==> src/common/cache_macros.svh <==
`ifndef CACHE_MACROS_SVH
`define CACHE_MACROS_SVH

// CPU data word and word address
`define CACHE_WORD_W 16
`define CACHE_ADDR_W 8

// Address fields, tag on top, then set index, then word offset
`define CACHE_TAG_W 5
`define CACHE_IDX_BIT 2
`define CACHE_OFFSET_W 2

// Four words make one line
`define CACHE_WORDS_PER_LINE 4

// Main memory
`define CACHE_MEM_LATENCY 6
`define CACHE_MEM_DEPTH 256

`endif

==> src/common/cache_pkg.sv <==
`default_nettype none

`include "cache_macros.svh"

package cache_pkg;

    // Basic CPU-side types
    typedef logic [`CACHE_WORD_W-1:0] word_t;
    typedef logic [`CACHE_ADDR_W-1:0] addr_t;

    // Address fields
    typedef logic [`CACHE_TAG_W-1:0] tag_t;
    typedef logic [`CACHE_OFFSET_W-1:0] offset_t;

    // One cache line, seen whole or as words (word 0 in the low bits)
    typedef union packed {
        logic [`CACHE_WORDS_PER_LINE*`CACHE_WORD_W-1:0] flat;
        word_t [`CACHE_WORDS_PER_LINE-1:0]              words;
    } line_u;

    // Controller states
    typedef enum logic [2:0] {
        st_idle,
        st_lookup,
        st_refill,
        st_wr_miss,
        st_idle_wp
    } ctrl_state_e;

endpackage

`default_nettype wire

==> src/main_mem.sv <==
`default_nettype none

`include "cache_macros.svh"

module main_mem (
    input  wire logic             clk,
    input  wire logic             i_reset,
    input  wire logic             i_rd,
    input  wire logic             i_wr,
    input  cache_pkg::addr_t      i_addr,
    input  cache_pkg::word_t      i_wdata,
    output logic                  o_done,
    output cache_pkg::line_u      o_rline
);
    import cache_pkg::*;

    word_t mem [`CACHE_MEM_DEPTH];

    logic  start;
    logic  expired;
    logic  busy;
    logic  req_wr;
    addr_t req_addr;
    word_t req_wdata;

    assign start  = i_rd || i_wr;
    assign o_done = expired;

    mem_timer u_timer (
        .clk       (clk),
        .i_reset   (i_reset),
        .i_start   (start),
        .o_expired (expired)
    );

    always_ff @(posedge clk) begin
        if (i_reset) begin
            busy <= 1'b0;
        end else if (start) begin
            busy <= 1'b1;
        end else if (expired) begin
            busy <= 1'b0;
        end
    end

    always_ff @(posedge clk) begin
        if (start) begin
            req_wr    <= i_wr;
            req_addr  <= i_addr;
            req_wdata <= i_wdata;
        end
        if (expired && req_wr) begin
            mem[req_addr] <= req_wdata;
        end
    end

    // Gather the aligned line around the latched address
    always_comb begin
        for (int i = 0; i < `CACHE_WORDS_PER_LINE; i++) begin
            o_rline.words[i] =
                mem[{req_addr[`CACHE_ADDR_W-1:`CACHE_OFFSET_W], `CACHE_OFFSET_W'(i)}];
        end
    end

    a_one_in_flight: assert property (@(posedge clk) disable iff (i_reset)
        start |-> !busy);

endmodule

`default_nettype wire

==> src/mem_timer.sv <==
`default_nettype none

`include "cache_macros.svh"

module mem_timer (
    input  wire logic clk,
    input  wire logic i_reset,
    input  wire logic i_start,
    output logic      o_expired
);
    localparam int CNT_W = $clog2(`CACHE_MEM_LATENCY + 1);

    logic [CNT_W-1:0] count;

    // The request strobe cycle is the first cycle of latency,
    // so the counter covers the remaining ones
    always_ff @(posedge clk) begin
        if (i_reset) begin
            count     <= '0;
            o_expired <= 1'b0;
        end else begin
            o_expired <= 1'b0;
            if (count != '0) begin
                count <= count - 1'b1;
                if (count == CNT_W'(1)) begin
                    o_expired <= 1'b1;
                end
            end else if (i_start) begin
                count <= CNT_W'(`CACHE_MEM_LATENCY - 1);
            end
        end
    end

endmodule

`default_nettype wire

==> config.mk <==
export PLATFORM = sky130hd
export DESIGN_NAME = main_mem
export DESIGN_NICKNAME = d
export VERILOG_FILES = /design/src/common/cache_pkg.sv /design/src/main_mem.sv /design/src/mem_timer.sv
export VERILOG_INCLUDE_DIRS = /design/src /design/src/common
export SDC_FILE = /design/constraint.sdc
export NUM_CORES = 2
export LEC_CHECK = 0
export ABC_CLOCK_PERIOD_IN_PS = 4300
export CORE_ASPECT_RATIO = 0.5
export CORE_MARGIN = 4
export CORE_UTILIZATION = 40
export CTS_BUF_LIST = sky130_fd_sc_hd__clkbuf_8 sky130_fd_sc_hd__clkbuf_16
export CTS_CLUSTER_SIZE = 8
export DETAILED_ROUTE_END_ITERATION = 10
export DONT_BUFFER_PORTS = 1
export HOLD_SLACK_MARGIN = 0.15
export RECOVER_POWER = 100
export SYNTH_ARGS = -nofsm -noshare
export SYNTH_HDL_FRONTEND = slang
export SYNTH_SLANG_ARGS = --single-unit
==> constraint.sdc <==
create_clock -name clk -period 4.3 [get_ports clk]
set_input_delay 0.215 -clock clk [delete_from_list [all_inputs] [get_ports clk]]
set_output_delay 0.215 -clock clk [all_outputs]
set_load 0.02 [all_outputs]
Yosys cells after proc, flatten, opt, wreduce, memory -nomap -nowiden
Memory sizes are Yosys's and may differ from the RTL's. A register that Yosys moved wholly into a read port is not among the register bits. Cells that the tools add are included. W data, S select, Z words.

Add/subtract/negate cells: 1. Equal/unequal tests: 1. Mux-type cells: 9. Bitwise operators: 1. Reduce and logical (&&, ||, !) cells: 5.

Operators with widths (count): $mux W8 (4); $mux W3 (2); $eq A3 B1 Y1 const B (1); $mux W1 (3); $reduce_bool A3 Y1 (1); $sub A3 B1 Y3 const B (1); $reduce_bool A2 Y1 (1); $reduce_or A2 Y1 (1); $logic_and A1 B1 Y1 (1); $logic_or A1 B1 Y1 (1); $not A1 Y1 (1).

Register bits: 29. RAM bits: 4096. Input bits: 28. Output and inout port bits: 65. Memories: 1.

Memory list: mem (words 256, bits a word 16, read ports 4, clocked after Yosys merged registers in 4, write ports 1, line main_mem.sv:17) `` word_t mem [`CACHE_MEM_DEPTH]; ``.

Depth between registers and ports, before layout
Depth in word-level cells: 3. Gate-level depth with buffers: 9. Mapped depth without buffers: 4.

Hierarchy
Synthesis repeated with hierarchy kept, for this count alone.

Cell total of the unflattened synthesis: 6759. Area total of the unflattened synthesis: 156592.7 sq um.

By module, submodules not included: main_mem (instances 1, cells an instance 6746, area an instance 156456.3 sq um); mem_timer (instances 1, cells an instance 13, area an instance 136.4 sq um).

Worst setup path after synthesis
No wires, ideal clock.

Path kind: register to register. Start: register req_wdata[0]. End: memory mem[0][0] (netlist bit) (data pin). Library setup time: 817 ps. Arrival: 3228 ps. Data required time: 3483 ps. Slack: 254 ps. Cell stages (with the launch flop): 1. Clock period less this slack: 4046 ps. Cell sequence: edfxtp_1.

RTL lines: start, declared (line main_mem.sv:24) `word_t req_wdata;`; start signal, assigned (line main_mem.sv:50) `req_wdata <= i_wdata;`; end, declared (line main_mem.sv:17).

Straight into the memory's write port.

==> results by group <==
Outcome
  – Status: complete, but fails checks
  – Failing checks: capacitance limit, slew limit

Finish
  – Layout cells sized above 1: 0.286
  – Area growth, synth to finish: 16.2%
  – Commonest non-fill, non-tap cells in the layout: edfxtp_1 (4121), mux4_2 (1024), clkbuf_16 (609)
  – Non-filler instance count after layout: 12900
  – Most common cell after layout, fill and taps aside: edfxtp_1
  – Layout net count: 7607
  – Filler Cells Inserted: 31800

Critical path
  – CP Max Fanout: 65
  – FF-to-FF End: mem[124][12]
  – Setup slack, reg-to-reg: 0.10 ns
  – CP Capture Point: o_rline[47]
  – Crit. End Element: output port
  – Most used cell, CP: buf_12
  – CP arrival: 4.01 ns
  – Worst R2R Path Depth: 6
  – Reg-to-reg critical path startpoint: u_timer.o_expired
  – Critical path class: flip-flop to output port
  – Critical Path Max Stage Delay: 0.71 ns
  – Worst path slowest cell: dfxtp_4
  – CP startpoint kind: flip-flop
  – Critical Path RT: 4.09 ns
  – CP cell instances: buf_12 -> mux4_2 -> mux2i_1 -> clkbuf_2 -> a211oi_1 -> o211a_1 -> buf_12

Power
  – Tot Pwr: 92.7 mW
  – Total leakage power: 56.3 nW
  – Cell Pwr Density: 510 nW/µm²
  – Max VDD drop: 0.369 mV

Hold path
  – Min-delay worst type: input pin to flip-flop

Global route
  – GR Util All Layers: 0.205
  – Initial antenna violation count: 16
  – Number of global-route vias before repair: 77000
  – Congestion Overflow GR: 0
  – Pin count of the biggest net entering global routing: 192
  – First-pass GRT wire length: 594000 µm

Floorplanning
  – Die area: 402000 µm²
  – Die height: 450 µm
  – Starting density of the core: 0.402
  – Rows: 162
  – Chip width: 892 µm
  – Area of the core: 390000 µm²
  – Ports: 93

Synth
  – Yosys reg bits: 4131
  – Fraction of registers with async set/reset: 0
  – Dominant cells by area after synthesis: edfxtp_1 (79%), mux4_2 (15%), a22oi_1 (1.2%), nor2_1 (0.78%), buf_2 (0.60%)
  – Synth top area share: 0.791
  – Gate Count Post-Synth: 6762
  – Post-synthesis average cell area: 23.1 µm²
  – Number of enable flip-flop cells after synthesis: 4121
  – Synth area leader: edfxtp_1
  – Ys Warns: 0
  – Synth Cell Area: 156000 µm²
  – Seq/Total Area, Yosys: 0.792
  – Synth unique cells: 36
  – Most used DFF post-synth: edfxtp_1
  – Syn nets: 6790

Route
  – First-pass iteration count of the detailed router: 6
  – Vias per std cell: 5.95
  – WL per Instance: 32.5 µm
  – WL final: 420000 µm
  – Vias: 76800
  – DRC Markers: 0
  – Final ANT Viol Nets: 0
  – Starting DRT DRC Count: 10700

Placement
  – GP Congestion: 0.817
  – I/O Buffers: 0
  – DP Cell Count: 12200
  – Detailed placer's ending HPWL: 249000 µm

Clock network
  – CTS tree: yes
  – Total CTS buffers: 590
  – Clock slew at reported path FFs: 0.05 ns
  – Htree depth: 6
  – Root Buffer: clkbuf_16
  – Max clock buf depth: 4
  – Clk_lat worst skew: 0.92 ns
  – # clock sinks: 4131

Timing
  – Fin Clk Skew: 0.0407 ns
  – Relative slew slack: -1.40
  – Final setup vio count: 0
  – Crit path time final: 4.23 ns
  – Slew @ Worst Pin: 3.59 ns
  – Hold Vio Cnt, Final: 0
  – Unrepaired setup endpoints after global routing: false
  – Fin crit share: 0.983
  – Final Max Slew Viols: 3700
  – Setup TNS Final: 0 ns
  – Fmax: 236 MHz

Job
  – Max Cap Viol: 54
==> power by group <==
part           internal, mW  switching [mW]
sequential             45.1           0.137
clock                  24.8            15.8
combinational          2.26            4.61
total                  72.2            20.6
==> cells by family after synthesis <==
logic type / after synthesis / share of synthesized area
mux: 1095 / 0.152
flops: 4131 / 0.792
simple gates: 548 / 0.0154
buf+inv: 410 / 0.0122
compound gates: 578 / 0.0282
==> per-stage QoR <==
stage | worst slack [ns] | utilization | area [µm²] | hold WS [ns]
finish | 0.0710 | 0.467 | 182000 | 0.462
CTS | 0.0650 | 0.471 | 183000 | 0.389
global placement | 0.679 | 0.428 | 167000 | 0.289
detailed placement | 0.637 | 0.428 | 167000 | 0.290
global route | 0.0303 | 0.467 | 182000 | 0.458
floorplan | 0.254 | - | 156000 | 0.284
==> routing by layer <==
metal	global-route usage	part of all wire	routed length [µm]
met1	0.301	0.41	172000
met2	0.314	0.46	195000
met3	0.0447	0.099	41500
met4	0.0552	0.027	11400
met5	0	0.000079	33
==> cells in the mapped netlist, types with 5 or more instances <==
master	n
a211oi_1	63
a22oi_1	256
buf_1	22
buf_2	187
buf_4	30
clkbuf_1	166
dfxtp_1	10
edfxtp_1	4121
mux2_2	6
mux2i_1	65
mux4_2	1024
nand2_1	25
nand2b_1	5
nand3_1	136
nand3b_1	18
nand4_1	6
nor2_1	324
nor2b_1	13
o211a_1	64
o221ai_1	64
o22ai_1	127
==> sequential cells by signal, summed over array words and instances, names as in the netlist, named ones only <==
signal,flops
mem,4096
req_addr,8
req_wdata,16
req_wr,1
u_timer.count,3
u_timer.o_expired,1
==> critical path, delay by kind of cell, from the launching register on <==
family	cells	cell delay (ns)
flip-flops	1	0.71
AO/OA/AOI/OAI	2	1.13
buffers and inverters	3	0.75
multiplexers	2	0.38
==> worst min-delay path by stage <==
stage | startpoint | slack [ns] | depth (start not counted) | endpoint
floorplan | i_reset | 0.28 | 1 | u_timer.count[1]
global placement | i_reset | 0.29 | 1 | u_timer.count[1]
detailed placement | i_reset | 0.29 | 1 | u_timer.count[1]
CTS | i_addr[1] | 0.39 | 2 | req_addr[1]
global route | i_wdata[8] | 0.46 | 2 | req_wdata[8]
finish | i_addr[1] | 0.46 | 2 | req_addr[1]
==> final cells by class <==
type                            count  area, µm²  share of cell area
Clock buffer                      609      15200              0.0838
Timing Repair Buffer              633       4450              0.0245
Multi-Input combinational cell   2222      31000               0.171
Inverter                            1       3.75           0.0000206
Tap cell                         5248       6570              0.0361
Sequential cell                  4131     124000               0.682
Antenna cell                        6       15.0           0.0000826
Clock inverter                     60        492             0.00271
==> timing repair <==
| action | CTS | global route |
|---|---|---|
| setup endpoints to repair | 44 | 0 |
| setup buffers | 14 | 0 |
| hold endpoints to repair | 35 | 0 |
| hold buffers | 57 | 0 |
| resized for setup | 7 | 0 |
Power figures use the tool's default switching activity.
