File: src/common/cache_macros.svh
`ifndef CACHE_MACROS_SVH
`define CACHE_MACROS_SVH

// CPU data word and word address
`define CACHE_WORD_W 16
`define CACHE_ADDR_W 8

// Address fields, tag on top, then set index, then word offset
`define CACHE_TAG_W 5
`define CACHE_IDX_BIT 2
`define CACHE_OFFSET_W 2

// Four words make one line
`define CACHE_WORDS_PER_LINE 4

// Main memory
`define CACHE_MEM_LATENCY 6
`define CACHE_MEM_DEPTH 256

`endif

File: src/common/cache_pkg.sv
`default_nettype none

`include "cache_macros.svh"

package cache_pkg;

    // Basic CPU-side types
    typedef logic [`CACHE_WORD_W-1:0] word_t;
    typedef logic [`CACHE_ADDR_W-1:0] addr_t;

    // Address fields
    typedef logic [`CACHE_TAG_W-1:0] tag_t;
    typedef logic [`CACHE_OFFSET_W-1:0] offset_t;

    // One cache line, seen whole or as words (word 0 in the low bits)
    typedef union packed {
        logic [`CACHE_WORDS_PER_LINE*`CACHE_WORD_W-1:0] flat;
        word_t [`CACHE_WORDS_PER_LINE-1:0]              words;
    } line_u;

    // Controller states
    typedef enum logic [2:0] {
        st_idle,
        st_lookup,
        st_refill,
        st_wr_miss,
        st_idle_wp
    } ctrl_state_e;

endpackage

`default_nettype wire

File: src/cache/cache_ways.sv
`default_nettype none

`include "cache_macros.svh"

module cache_ways (
    input  wire logic             clk,
    input  wire logic             i_reset,
    input  cache_pkg::addr_t      i_addr,
    output logic                  o_hit,
    output cache_pkg::word_t      o_hit_word,
    input  wire logic             i_fill,
    input  cache_pkg::line_u      i_fill_line,
    input  wire logic             i_update,
    input  cache_pkg::word_t      i_update_data,
    input  wire logic             i_touch
);
    import cache_pkg::*;

    localparam int NUM_SETS = 2;
    localparam int NUM_WAYS = 2;

    // Per set, one valid bit per way
    logic [NUM_SETS-1:0][NUM_WAYS-1:0] valid_q;
    // Per set, index of the least recently used way
    logic [NUM_SETS-1:0]               lru_q;
    tag_t                              tag_q  [NUM_SETS][NUM_WAYS];
    line_u                             data_q [NUM_SETS][NUM_WAYS];

    logic                idx;
    tag_t                tag;
    offset_t             off;
    logic [NUM_WAYS-1:0] match;
    logic                hit_way;
    logic                victim;

    assign idx = i_addr[`CACHE_IDX_BIT];
    assign tag = i_addr[`CACHE_ADDR_W-1 -: `CACHE_TAG_W];
    assign off = i_addr[`CACHE_OFFSET_W-1:0];

    assign match[0] = valid_q[idx][0] && (tag_q[idx][0] == tag);
    assign match[1] = valid_q[idx][1] && (tag_q[idx][1] == tag);
    assign o_hit    = |match;
    assign hit_way  = match[1];

    assign o_hit_word = data_q[idx][hit_way].words[off];

    // Empty way first, otherwise the LRU one
    assign victim = !valid_q[idx][0] ? 1'b0 :
                    !valid_q[idx][1] ? 1'b1 : lru_q[idx];

    always_ff @(posedge clk) begin
        if (i_reset) begin
            valid_q <= '0;
            lru_q   <= '0;
        end else if (i_fill) begin
            valid_q[idx][victim] <= 1'b1;
            lru_q[idx]           <= ~victim;
        end else if (i_update || i_touch) begin
            lru_q[idx] <= ~hit_way;
        end
    end

    always_ff @(posedge clk) begin
        if (i_fill) begin
            tag_q[idx][victim]       <= tag;
            data_q[idx][victim].flat <= i_fill_line.flat;
        end else if (i_update) begin
            data_q[idx][hit_way].words[off] <= i_update_data;
        end
    end

    // Refill only runs after a miss, so a tag lives in one way at most
    for (genvar s = 0; s < NUM_SETS; s++) begin : g_set_chk
        a_no_dup_tag: assert property (@(posedge clk) disable iff (i_reset)
            !(valid_q[s][0] && valid_q[s][1] && (tag_q[s][0] == tag_q[s][1])));
    end

endmodule

`default_nettype wire

File: config.mk
export PLATFORM = sky130hd
export DESIGN_NAME = cache_ways
export DESIGN_NICKNAME = d
export VERILOG_FILES = /design/src/common/cache_pkg.sv /design/src/cache/cache_ways.sv
export VERILOG_INCLUDE_DIRS = /design/src /design/src/common
export SDC_FILE = /design/constraint.sdc
export NUM_CORES = 1
export LEC_CHECK = 0
export BUFFER_PORTS_ARGS = -buffer_cell sky130_fd_sc_hd__buf_2
export CAP_MARGIN = 10
export CORE_MARGIN = 3
export CORE_UTILIZATION = 56
export CTS_BUF_LIST = sky130_fd_sc_hd__clkbuf_4 sky130_fd_sc_hd__clkbuf_8
export CTS_CLUSTER_SIZE = 25
export DETAILED_ROUTE_END_ITERATION = 16
export PLACE_DENSITY = 0.79
export REMOVE_ABC_BUFFERS = 1
export SYNTH_ARGS = -nofsm -noshare
export SYNTH_HDL_FRONTEND = slang
export SYNTH_SLANG_ARGS = --single-unit
File: constraint.sdc
create_clock -name clk -period 3 [get_ports clk]
set_input_delay 0.15 -clock clk [delete_from_list [all_inputs] [get_ports clk]]
set_output_delay 0.15 -clock clk [all_outputs]
set_load 0.01 [all_outputs]
After elaboration in Yosys (flattened, before gate mapping)
Memory sizes are Yosys's and may differ from the RTL's.
Cells that the tools add are included.

word-level totals
  memories kept = 2
  input port bits = 93
  output and inout bits = 17
  logic and storage cells = 323
  RAM bits = 276
  register bits = 6

memories
  memory  depth  width  read ports  clocked after Yosys merged registers in  wr ports  line              RTL
  data_q  2      128    1           0                                        1         cache_ways.sv:27  line_u data_q [NUM_SETS][NUM_WAYS];
  tag_q   2      10     1           0                                        1         cache_ways.sv:26  tag_t tag_q [NUM_SETS][NUM_WAYS];

operators by class
  bitwise operators = 133
  equality and inequality tests = 2
  mux-type cells = 163
  reductions and logical operators = 10
  $lt $le $gt $ge = 10

operators with widths
  kind                                                         count
  two-way mux 64 bit                                           5
  two-way mux 128 bit                                          2
  two-way mux 1 bit                                            137
  demux 64 bit (select 1 bit)                                  2
  bitwise OR 1 bit                                             128
  binary-select mux 16 bit (select 2 bit)                      1
  demux 16 bit (select 2 bit)                                  1
  two-way mux 16 bit                                           2
  == test 5 bit                                                2
  two-way mux 10 bit                                           1
  two-way mux 2 bit                                            5
  logical AND 1 bit                                            7
  demux 5 bit (select 1 bit)                                   1
  two-way mux 5 bit                                            1
  bitwise mux 2 bit                                            2
  >= comparator 2 bit (second input constant)                  2
  less-than comparator 1 x 2 -> 1 bit (second input constant)  2
  less-than comparator 2 x 1 -> 1 bit (second input constant)  2
  NOT 1 -> 2 bit                                               2
  bitwise OR 4 bit                                             1
  less-than comparator 2 x 3 -> 1 bit (second input constant)  1
  demux 1 bit (select 1 bit)                                   2
  demux 2 bit (select 1 bit)                                   1
  >= comparator 1 bit (second input constant)                  2
  other kinds (5)                                              6

Logic depth before layout (Yosys ltp)
Gate-level depths: netlist (run 1).

  depth in word-level cells = 11
  depth in mapped cells = 10
  gate-level depth less buffers = 6

Least setup slack after synthesis (run 1)
No wires, ideal clock.

  path kind = flip-flop to flip-flop
  start = mem tag_q[0][1] in the netlist's numbering
  end = mem data_q[0][16] in the netlist's numbering (enable)
  library setup time = 0.394 ns
  required time = 2.606 ns
  path buffers = 3
  clock period less this slack = 3.105 ns
  path slack = -0.105 ns
  stages on the path, launching flop included = 10
  data arrival time = 2.710 ns
  cells stage by stage = edfxtp_1 -> xor2_1 -> o32ai_1 -> and4_1 -> buf_4 -> nand2_8 -> or3_1 -> buf_6 -> buf_6 -> a21oi_1

on the way
  word-level cells in the longest chain between the ends = 10
  elaborated cells between the ends (all ways) = 11
  classes of those cells = order compare (2); eq/ne (1); mux (3); bitwise (2); reduce/logical (2); memory (1)

ends and longest elaborated chain
  item                                                                                                     line              RTL
  from (decl)                                                                                              cache_ways.sv:26
  memory read (2 x 10 bit) *                                                                               n/a
  == test 5 bit *                                                                                          cache_ways.sv:41  assign match[1] = valid_q[idx][1] && (tag_q[idx][1] == tag);
  logical AND 1 bit *                                                                                      cache_ways.sv:41
  NOT 1 -> 2 bit (not written as such) *                                                                   cache_ways.sv:68  data_q[idx][hit_way].words[off] <= i_update_data;
  >= comparator 2 bit (not written as such) / less-than comparator 2 x 1 -> 1 bit (equally long branches)  cache_ways.sv:68
  logical AND 1 bit (not written as such)                                                                  cache_ways.sv:68
  two-way mux 64 bit (not written as such)                                                                 cache_ways.sv:68
  demux 64 bit (select 1 bit) *                                                                            cache_ways.sv:68
  two-way mux 128 bit (not written as such) *                                                              cache_ways.sv:68
  bitwise OR 1 bit (no line) *                                                                             n/a
  to (decl)                                                                                                cache_ways.sv:27

Every way passes the cells marked *; elsewhere a longest branch is shown, timed or not.

Worst setup path in the final report (run 1)
  start = mem tag_q[0][1] in the netlist's numbering
  end = out o_hit_word[15]

on the way
  word-level cells in the longest chain between the ends = 9

ends and longest elaborated chain
  item                                                   line              RTL
  memory read (2 x 10 bit)                               n/a
  == test 5 bit                                          cache_ways.sv:41
  logical AND 1 bit                                      cache_ways.sv:41
  NOT 1 -> 2 bit (not written as such)                   cache_ways.sv:45  assign o_hit_word = data_q[idx][hit_way].words[off];
  two-way mux 64 bit (not written as such) (3 in a row)  cache_ways.sv:45
  binary-select mux 16 bit (select 2 bit)                cache_ways.sv:45
  two-way mux 16 bit (not written as such)               cache_ways.sv:45
  to (decl)                                              cache_ways.sv:10  output cache_pkg::word_t o_hit_word,

Every way passes these cells. The select of a mux whose other input is x is not followed.

==> results.toml, run 1 <==
[grt]
grt_pass1_wl_um = 48200
grt-ovfl-total = 0
antenna_found_initial = 1
grt_pass1_vias = 7996
grt_usage_pct = 27.23
grt_max_degree = 45

[pwr]
p_total_mw = 8.365
p_leak_nw = 5.403
switching_power_mw = 1.873
comb_power_share_pct = 10.3
pwr-share-seq_pct = 54.3
power.density_nw_per_um2 = 549.4
internal_power_mw = 6.491
worst_ir_drop_vdd_uv = 522.0
p_clk_share_pct = 35.4
sw_frac_of_total_pct = 22.40

[clocking]
clkTransAtPathRegs_ns = 0.05
cts-root-buf = "clkbuf_8"
clock_latency_ns = 0.54
htree_levels = 2
cts_tree = "built"
clock-sinks = 282
clk_path_buf_depth = 3
cts_buffers = 44

[drt]
drt_iter0_drc = 724
drt-total-wl_um = 31830
drtAntennaViolNets = 0
wl_per_cell_um = 26.86
avgViaCountPerCell = 6.265
dr_total_vias = 7424
route.detailed.drc = 0
first_pass_iters = 5

[setup_path]
end_kind = "output pin"
cp_max_fo = 3
worstSetupStartpointType = "register"
critical_path_class = "register to output pin"
worstPathRequired_ns = 2.85
arrival_ns = 2.66

[timing]
hold_violations = 0
fin_crit_ns = 2.805
tns_ns = 0
tightest_slew_ns = 0.8919
fmax_mhz = 356.5
setup-violations-final = 0
grt_setup_unrepaired = "no"
maxSlewHeadroom_pct = 40.54
drv_slew = 0
fin_skew_ns = 0.01119
final.period_utilization_pct = 93.51

[die]
ioPinCount = 110
rows = 53
start_util_pct = 58.23
die_w_um = 155.2
dieHeight_um = 155.2
dieArea_um2 = 24100
core-area_um2 = 21420

[yosys]
synth.area.top_cells = "edfxtp_1, mux4_2, mux2_2, dfxtp_1, mux2_4"
yosysWarnings = 0
yosysMostFrequentCell = "edfxtp_1"
yosysSeqAreaShare_pct = 67.42
synth_cell_types = 40
ys.flop_type = "edfxtp_1"
synth.avg_cell_area_um2 = 19.77
synth_top_area_share_pct = 66.45
netlist_area_um2 = 12470
synth_top_area_cell = "edfxtp_1"
synth_edf_count = 276
netlist_instances = 631
synthTopCellsByCount = "edfxtp_1, mux2_2, mux4_2"
async_reset_ff_share_pct = 0
synth-seq-cells = 282

[final_layout]
nNetsFinal = 977
n_fill_cell = 1319
layout-drive-gt1-share_pct = 50.83
syn2layout_area_growth_pct = 22.08

[run]
maxCapViolCount = 0

[place]
io_buffers = 109
gp_congestion = 0.8424
dp_hpwl_um = 20950

[worst_hold_path]
min_path_type = "primary input to register"

[outcome]
status = "finished clean"
## cells in the final DEF (no fill, tap or decap), types with 2 or more instances in the layout
cell type        n
a211o_1          4
a21boi_0         2
a21oi_1          6
a21oi_2         16
a22o_1           2
buf_2          108
buf_4           60
clkbuf_4        16
clkbuf_8        45
clkinv_1         7
clkinv_2         3
dfxtp_1          6
dlygate4sd3_1   71
edfxtp_1       276
inv_1            3
mux2_2         120
mux2_4           8
mux2i_1          8
mux4_2          76
nand2_1         13
nand2b_1         2
nand3_1          4
nand3_2          2
nand4_1          2
nor2_1          10
nor2b_1          3
nor3b_1          2
o21ai_0          5
o22ai_1          2
or3_1            4
xor2_1          10
## layer usage
metal | GRT usage, % | share of wire [%] | vias up
li1 | - | - | 3121
met4 | 10.42 | 3.6 | 0
met3 | 5.424 | 9.5 | 82
met5 | 0 | 0 | -
met2 | 44.50 | 50 | 441
met1 | 36.82 | 37 | 3780
## timing repair
| item | in CTS | in global routing |
|---|---|---|
| setup buffers | 0 | 1 |
| endpoints found under the hold margin | 282 | 0 |
| setup endpoints to repair | 11 | 16 |
| resized for setup | 1 | 2 |
| pin swaps | 0 | 2 |
| hold buffers | 71 | 0 |
## worst max-delay path, cell delays in order (launching register included)
cell	delay (ns)
edfxtp_1	0.39
xor2_1	0.19
o32ai_2	0.22
nand4_1	0.22
nor2_4	0.18
buf_4	0.15
mux4_2	0.30
a211o_1	0.32
buf_2	0.15
## cell families (layout without fill, tap and decap cells)
group	Yosys count	count (layout)	synth area share [%]
AOI/OAI and AO/OA	39	39	1.856
other	0	1	0
and+or+nand+nor	49	49	2.187
DFF	282	282	67.42
muxes	212	212	26.16
buffers and inverters	37	315	1.475
xor gates and xnor gates	12	12	0.9029
## per-stage QoR
step | setup WS, ns | util, % | cell area [um^2] | hold WS (ns) | cells
final | 0.1947 | 71.08 | 15230 | 0.02481 | 1185
after global routing | 0.01966 | 71.08 | 15230 | 0.02315 | 1185
after CTS | 0.008658 | 71.01 | 15210 | 0.001343 | 1184
after detailed placement | 0.2312 | 64.05 | 13720 | 0.3986 | 1042
after global placement | 0.2639 | 64.05 | 13720 | 0.3878 | 1042
after floorplan | -0.3527 | - | 12300 | 0.2191 | 598
## sequential cells by signal, indices dropped and copies added (netlist names)
| name | count |
|---|---|
| tag_q | 20 |
| lru_q | 2 |
| valid_q | 4 |
| data_q | 256 |
## area by class of cell
type                    instances  area [um^2]  share of cell area (%)
clock inverters                10        41.29                  0.2712
diodes                          1        2.502                 0.01644
inverters                       4        15.01                 0.09861
well taps                     275        344.1                   2.260
repair buffers                240         1722                   11.31
multi-input cells             312         3954                   25.97
clock buffers                  61        739.5                   4.857
flip-flops and latches        282         8408                   55.22
## path summary, 6_finish.rpt
check,from,endpoint,slack (ns),cells past startpoint
max,tag_q[0][1],o_hit_word[15],0.19,8
min,i_touch,lru_q[1],0.02,4
max reg2reg,tag_q[0][1],data_q[0][25],0.24,7
min reg2reg,valid_q[2],valid_q[2],0.47,2
## power by group through the flow
stage	Combinational, mW	Sequential (mW)	Clock (mW)
2_1_floorplan	0.395	4.61	0
3_3_place_gp	0.750	4.61	0
3_5_place_dp	0.775	4.62	0
4_1_cts	0.853	4.54	3.00
5_1_grt	0.916	4.55	3.20
6_report	0.863	4.54	2.96
Power figures use the tool's default switching activity.
==> inputs of run 2 (changes only) <==
- CORE_UTILIZATION: 56 -> 54
- CTS_BUF_LIST: sky130_fd_sc_hd__clkbuf_4 sky130_fd_sc_hd__clkbuf_8 -> not set
- PLACE_DENSITY: 0.79 -> 0.76
==> run 2 against run 1 <==
Utilization is 1.8 points lower; setup slack worse by 0.034 ns; non-clock buffer count up 1; hold slack lost 0.0067 ns; highest routed layer unchanged; sequential share of layout area shrank 0.61 points; final cell count decreased by 1.2%.
==> results.toml, run 2 (synthesis gave the netlist of run 1 again) <==
[final_layout]
final_common_cell = "edfxtp_1"
finish.utilization_pct = 69.27
mostFrequentLayoutCells = "edfxtp_1, mux2_2, buf_2"
nNetsFinal = 962
design_area_um2 = 15400
layout-drive-gt1-share_pct = 49.61
diodes = 0
largest-register = "data_q"
syn2layout_area_growth_pct = 23.46
n_fill_cell = 1415
reg_top3 = "data_q x256, tag_q x20, valid_q x4"
largest_reg_flops = 256

[drt]
avgViaCountPerCell = 6.193
first_pass_iters = 5
wl_per_cell_um = 27.89
drtAntennaViolNets = 0
route.detailed.drc = 0
drt-total-wl_um = 32660
dr_total_vias = 7252
drt_iter0_drc = 766

[setup_path]
worstSetupStartpointType = "register"
r2r_cells = 7
reg2reg_to = "data_q[0][124]"
rrSetupSlack_ns = 0.24
worstPathRequired_ns = 2.85
rr_startpoint = "tag_q[0][3]"
arrival_ns = 2.69
end_kind = "output pin"
critical_path_class = "register to output pin"
cp_max_fo = 11

[grt]
grt_usage_pct = 26.90
grt_pass1_wl_um = 48610
grt_pass1_vias = 7805
grt-ovfl-total = 0
antenna_found_initial = 0
grt_max_degree = 37

[timing]
setup-violations-final = 0
fmax_mhz = 352.2
maxSlewHeadroom_pct = 40.86
drv_slew = 0
timing.hold.ws_ns = 0.01816
final.period_utilization_pct = 94.63
fin_skew_ns = 0.01753
grt_setup_unrepaired = "no"
hold_violations = 0
fin_crit_ns = 2.839
tns_ns = 0
tightest_slew_ns = 0.8871

[pwr]
worst_ir_drop_vdd_uv = 551.6
p_clk_share_pct = 38.4
power.density_nw_per_um2 = 570.8
switching_power_mw = 1.923
internal_power_mw = 6.865
sw_frac_of_total_pct = 21.88
pwr-share-seq_pct = 51.6
p_total_mw = 8.789
p_leak_nw = 5.441
comb_power_share_pct = 9.9

[worst_hold_path]
worstHoldEndpoint = "lru_q[1]"
hold_depth = 4
min_path_type = "primary input to register"
min-delay-start = "i_touch"

[clocking]
clk_path_buf_depth = 3
clock-sinks = 282
htree_levels = 1
clock_latency_ns = 0.54
clkTransAtPathRegs_ns = 0.06
cts_tree = "built"
cts-root-buf = "clkbuf_16"
cts_buffers = 28

[die]
dieHeight_um = 158.0
die_w_um = 158.0
rows = 54
start_util_pct = 56.11
dieArea_um2 = 24960
ioPinCount = 110
core-area_um2 = 22230

[outcome]
status = "finished clean"

[place]
dp_hpwl_um = 21470
gp_congestion = 0.8269
io_buffers = 109
placed_area_um2 = 13740

[run]
maxCapViolCount = 0
## run 2: cell count changes in the layout (fill, tap and decap cells not counted), sizes merged
cell	before	now
clkinv	10	13
diode	1	0
clkinvlp	0	1
dlygate4sd3	71	72
clkbuf	61	37
bufinv	0	1
## run 2: per-layer routing
metal | vias up | part of all wire [%] | routed length [um] | track usage [%]
met4 | 0 | 3.5 | 1137 | 8.562
met5 | - | 0 | 0 | 0
li1 | 3097 | - | - | -
met2 | 384 | 49 | 15970 | 44.11
met1 | 3698 | 38 | 12410 | 35.82
met3 | 73 | 9.6 | 3151 | 7.053
## run 2: repair_timing
| action | CTS | global route |
|---|---|---|
| gates cloned | 0 | 0 |
| setup buffers | 1 | 0 |
| hold buffers | 72 | 0 |
| endpoints found under the hold margin | 278 | 0 |
| setup endpoints to repair | 12 | 10 |
| pin swaps | 1 | 0 |
| gates resized for setup | 5 | 3 |
## run 2: worst max-delay path by stage
stage / start / endpoint / slack (ns) / cells after the start
2_1_floorplan: tag_q[0][1] / data_q[0][16] / -0.35 / 6
3_3_place_gp: i_addr[2] / data_q[0][114] / 0.23 / 8
3_5_place_dp: i_addr[2] / data_q[0][122] / 0.18 / 8
4_1_cts: tag_q[0][3] / o_hit_word[4] / 0.08 / 7
5_1_grt: tag_q[1][3] / o_hit_word[4] / 0.04 / 7
6_report: tag_q[0][1] / o_hit_word[4] / 0.16 / 7
## run 2: layout make-up
| class | count | area, um^2 | area share [%] |
|---|---|---|---|
| Inverter | 4 | 15.01 | 0.09751 |
| Clock buffer | 37 | 795.8 | 5.168 |
| Sequential cell | 282 | 8408 | 54.61 |
| Timing Repair Buffer | 241 | 1769 | 11.49 |
| Tap cell | 280 | 350.3 | 2.275 |
| Clock inverter | 15 | 100.1 | 0.6501 |
| Multi-Input combinational cell | 312 | 3959 | 25.71 |
## run 2: power by group through the flow
stage	sequential [mW]	combinational, mW	clock [mW]
CTS	4.54	0.868	3.40
global route	4.55	0.929	3.58
floorplan	4.61	0.395	0
global placement	4.61	0.765	0
finish	4.54	0.874	3.38
detailed placement	4.62	0.786	0
## run 2: worst max-delay path, stage by stage, from the launching register on
cell      delay [ns]
edfxtp_1        0.38
xor2_1          0.18
o32ai_2         0.27
and4_4          0.35
nand2_8         0.12
buf_12          0.20
mux4_2          0.47
buf_2           0.17
## run 2: metrics by stage
| stage | setup WS, ns | std cells |
|---|---|---|
| floorplan | -0.3527 | 598 |
| detailed placement | 0.1788 | 1046 |
| CTS | 0.07737 | 1171 |
| finish | 0.1610 | 1171 |
| global route | 0.04073 | 1171 |
| global placement | 0.2281 | 1046 |
==> inputs of run 3 (changes only) <==
- CORE_UTILIZATION: 54 -> 64
- PLACE_DENSITY: 0.76 -> 0.85
- clock period: 3 -> 3.5 ns (I/O delays scaled with it)
==> run 3 against run 2 <==
Non-clock buffer count fell by 34; combinational power down 16%; via count rose by 3.0%; critical path depth unchanged; clock-buffer cell count increased by 1; clock skew is 0.0037 ns lower; largest power group unchanged; highest routed layer unchanged.
==> results.toml, run 3 (synthesis gave the netlist of run 1 again) <==
[clocking]
cts_resized = 0
cts_tree = "built"
clock-sinks = 282
clock_latency_ns = 0.54
cts-root-buf = "clkbuf_16"
htree_levels = 1
clkTransAtPathRegs_ns = 0.06
cts_buffers = 28
cts_setup_buffers = 0
clk_path_buf_depth = 3

[die]
core-area_um2 = 18890
start_util_pct = 66.01
rows = 50
ioPinCount = 110
dieArea_um2 = 21200
die_w_um = 145.6
dieHeight_um = 145.6

[pwr]
p_clk_share_pct = 38.4
internal_power_mw = 5.858
switching_power_mw = 1.657
power.density_nw_per_um2 = 499.4
pwr-share-seq_pct = 51.8
p_leak_nw = 5.258
worst_ir_drop_vdd_uv = 445.7
sw_frac_of_total_pct = 22.05
comb_power_share_pct = 9.7

[worst_hold_path]
min_path_type = "primary input to register"

[drt]
dr_total_vias = 7466
avgViaCountPerCell = 6.684
first_pass_iters = 5
drt_iter0_drc = 919
drt-total-wl_um = 33260
wl_per_cell_um = 29.78
route.detailed.drc = 0
drtAntennaViolNets = 0

[setup_path]
cp_max_fo = 19
worstSetupStartpointType = "register"
worstPathRequired_ns = 3.74
end_kind = "register"
critical_path_class = "register to register"
arrival_ns = 3.52

[timing]
fmax_mhz = 305.6
fin_skew_ns = 0.01385
tightest_slew_ns = 1.048
maxSlewHeadroom_pct = 30.11
hold_violations = 0
tns_ns = 0
final.period_utilization_pct = 93.50
grt_setup_unrepaired = "no"
fin_crit_ns = 3.272
drv_slew = 0
setup-violations-final = 0

[final_layout]
largest-register = "data_q"
post_layout_nonfiller_instances = 1117
layout-drive-gt1-share_pct = 47.55
n_fill_cell = 962
syn2layout_area_growth_pct = 20.66
mostFrequentLayoutCells = "edfxtp_1, mux2_2, buf_2"
final_common_cell = "edfxtp_1"
reg_top3 = "data_q x256, tag_q x20, valid_q x4"
nNetsFinal = 928
largest_reg_flops = 256

[grt]
grt_pass1_wl_um = 49580
grt-ovfl-total = 0
grt_max_degree = 57
grt_pass1_vias = 8024
antenna_found_initial = 1
grt_usage_pct = 31.55

[outcome]
status = "finished clean"

[place]
dp_hpwl_um = 20510
gp_congestion = 0.8442
place_inst = 1001
io_buffers = 109

[run]
maxCapViolCount = 0
## run 3: changes by cell type in the layout (fill, tap and decap cells not counted), sizes merged
| cell | before | now |
|---|---|---|
| diode | 0 | 1 |
| clkbuf | 37 | 38 |
| clkinv | 13 | 11 |
| bufinv | 1 | 2 |
| dlygate4sd3 | 72 | 62 |
| clkinvlp | 1 | 0 |
| buf | 169 | 145 |
## run 3: per-stage QoR
step | setup slack (ns) | hold slack (ns) | power [mW] | instance area [um^2] | utilization, %
3_5_place_dp | 0.1423 | 0.4211 | 4.612 | 13520 | 71.54
4_1_cts | 0.2543 | 0.002751 | 7.480 | 15000 | 79.41
5_1_grt | 0.1219 | 0.01535 | 7.691 | 15050 | 79.65
2_1_floorplan | 0.1473 | 0.2441 | 4.288 | 12300 | -
3_3_place_gp | 0.2794 | 0.4082 | 4.578 | 13520 | 71.54
6_report | 0.2276 | 0.01464 | 7.515 | 15050 | 79.65
## run 3: final cells by class
type | instances | area [um^2] | area share [%]
inverter | 4 | 15.01 | 0.09978
tap | 260 | 325.3 | 2.162
multi-input combinational | 312 | 3940 | 26.18
antenna | 1 | 2.502 | 0.01663
timing repair buffer | 207 | 1491 | 9.911
clock buffer | 38 | 759.5 | 5.047
sequential | 282 | 8408 | 55.87
clock inverter | 13 | 106.4 | 0.7067
## run 3: routing by layer
metal  vias to the layer above  GRT usage [%]  part of all wire, %
met2                       580          53.03                   50
met4                         0          14.25                  4.6
li1                       3032              -                    -
met5                         -              0                    0
met1                      3747          40.48                   35
met3                       107          6.322                   10
## run 3: power groups by stage
stage               Clock [mW]  Combinational [mW]  Sequential, mW
global placement             0               0.624            3.95
CTS                       2.88               0.709            3.90
global route              3.02               0.768            3.90
detailed placement           0               0.648            3.96
floorplan                    0               0.339            3.95
finish                    2.89               0.731            3.90
## run 3: worst max-delay path, cell delays in order, from the launching register on
cell	delay, ns
edfxtp_1	0.40
xor2_1	0.18
o32ai_1	0.31
and4_1	0.47
nand2_8	0.22
or3_1	0.83
a21oi_2	0.34
buf_4	0.22
## run 3: final timing paths
check	start	cells after the start	to	slack (ns)
setup / recovery	tag_q[0][1]	7	data_q[0][31]	0.23
hold / removal	i_fill_line[21]	2	data_q[1][21]	0.01
setup reg to reg	tag_q[0][1]	7	data_q[0][31]	0.23
hold reg to reg	valid_q[2]	2	valid_q[2]	0.50
## run 3: timing repair
action                                  CTS  global route
hold buffers                             62             0
endpoints found under the hold margin   217             0
endpoints found under the setup margin    0             0
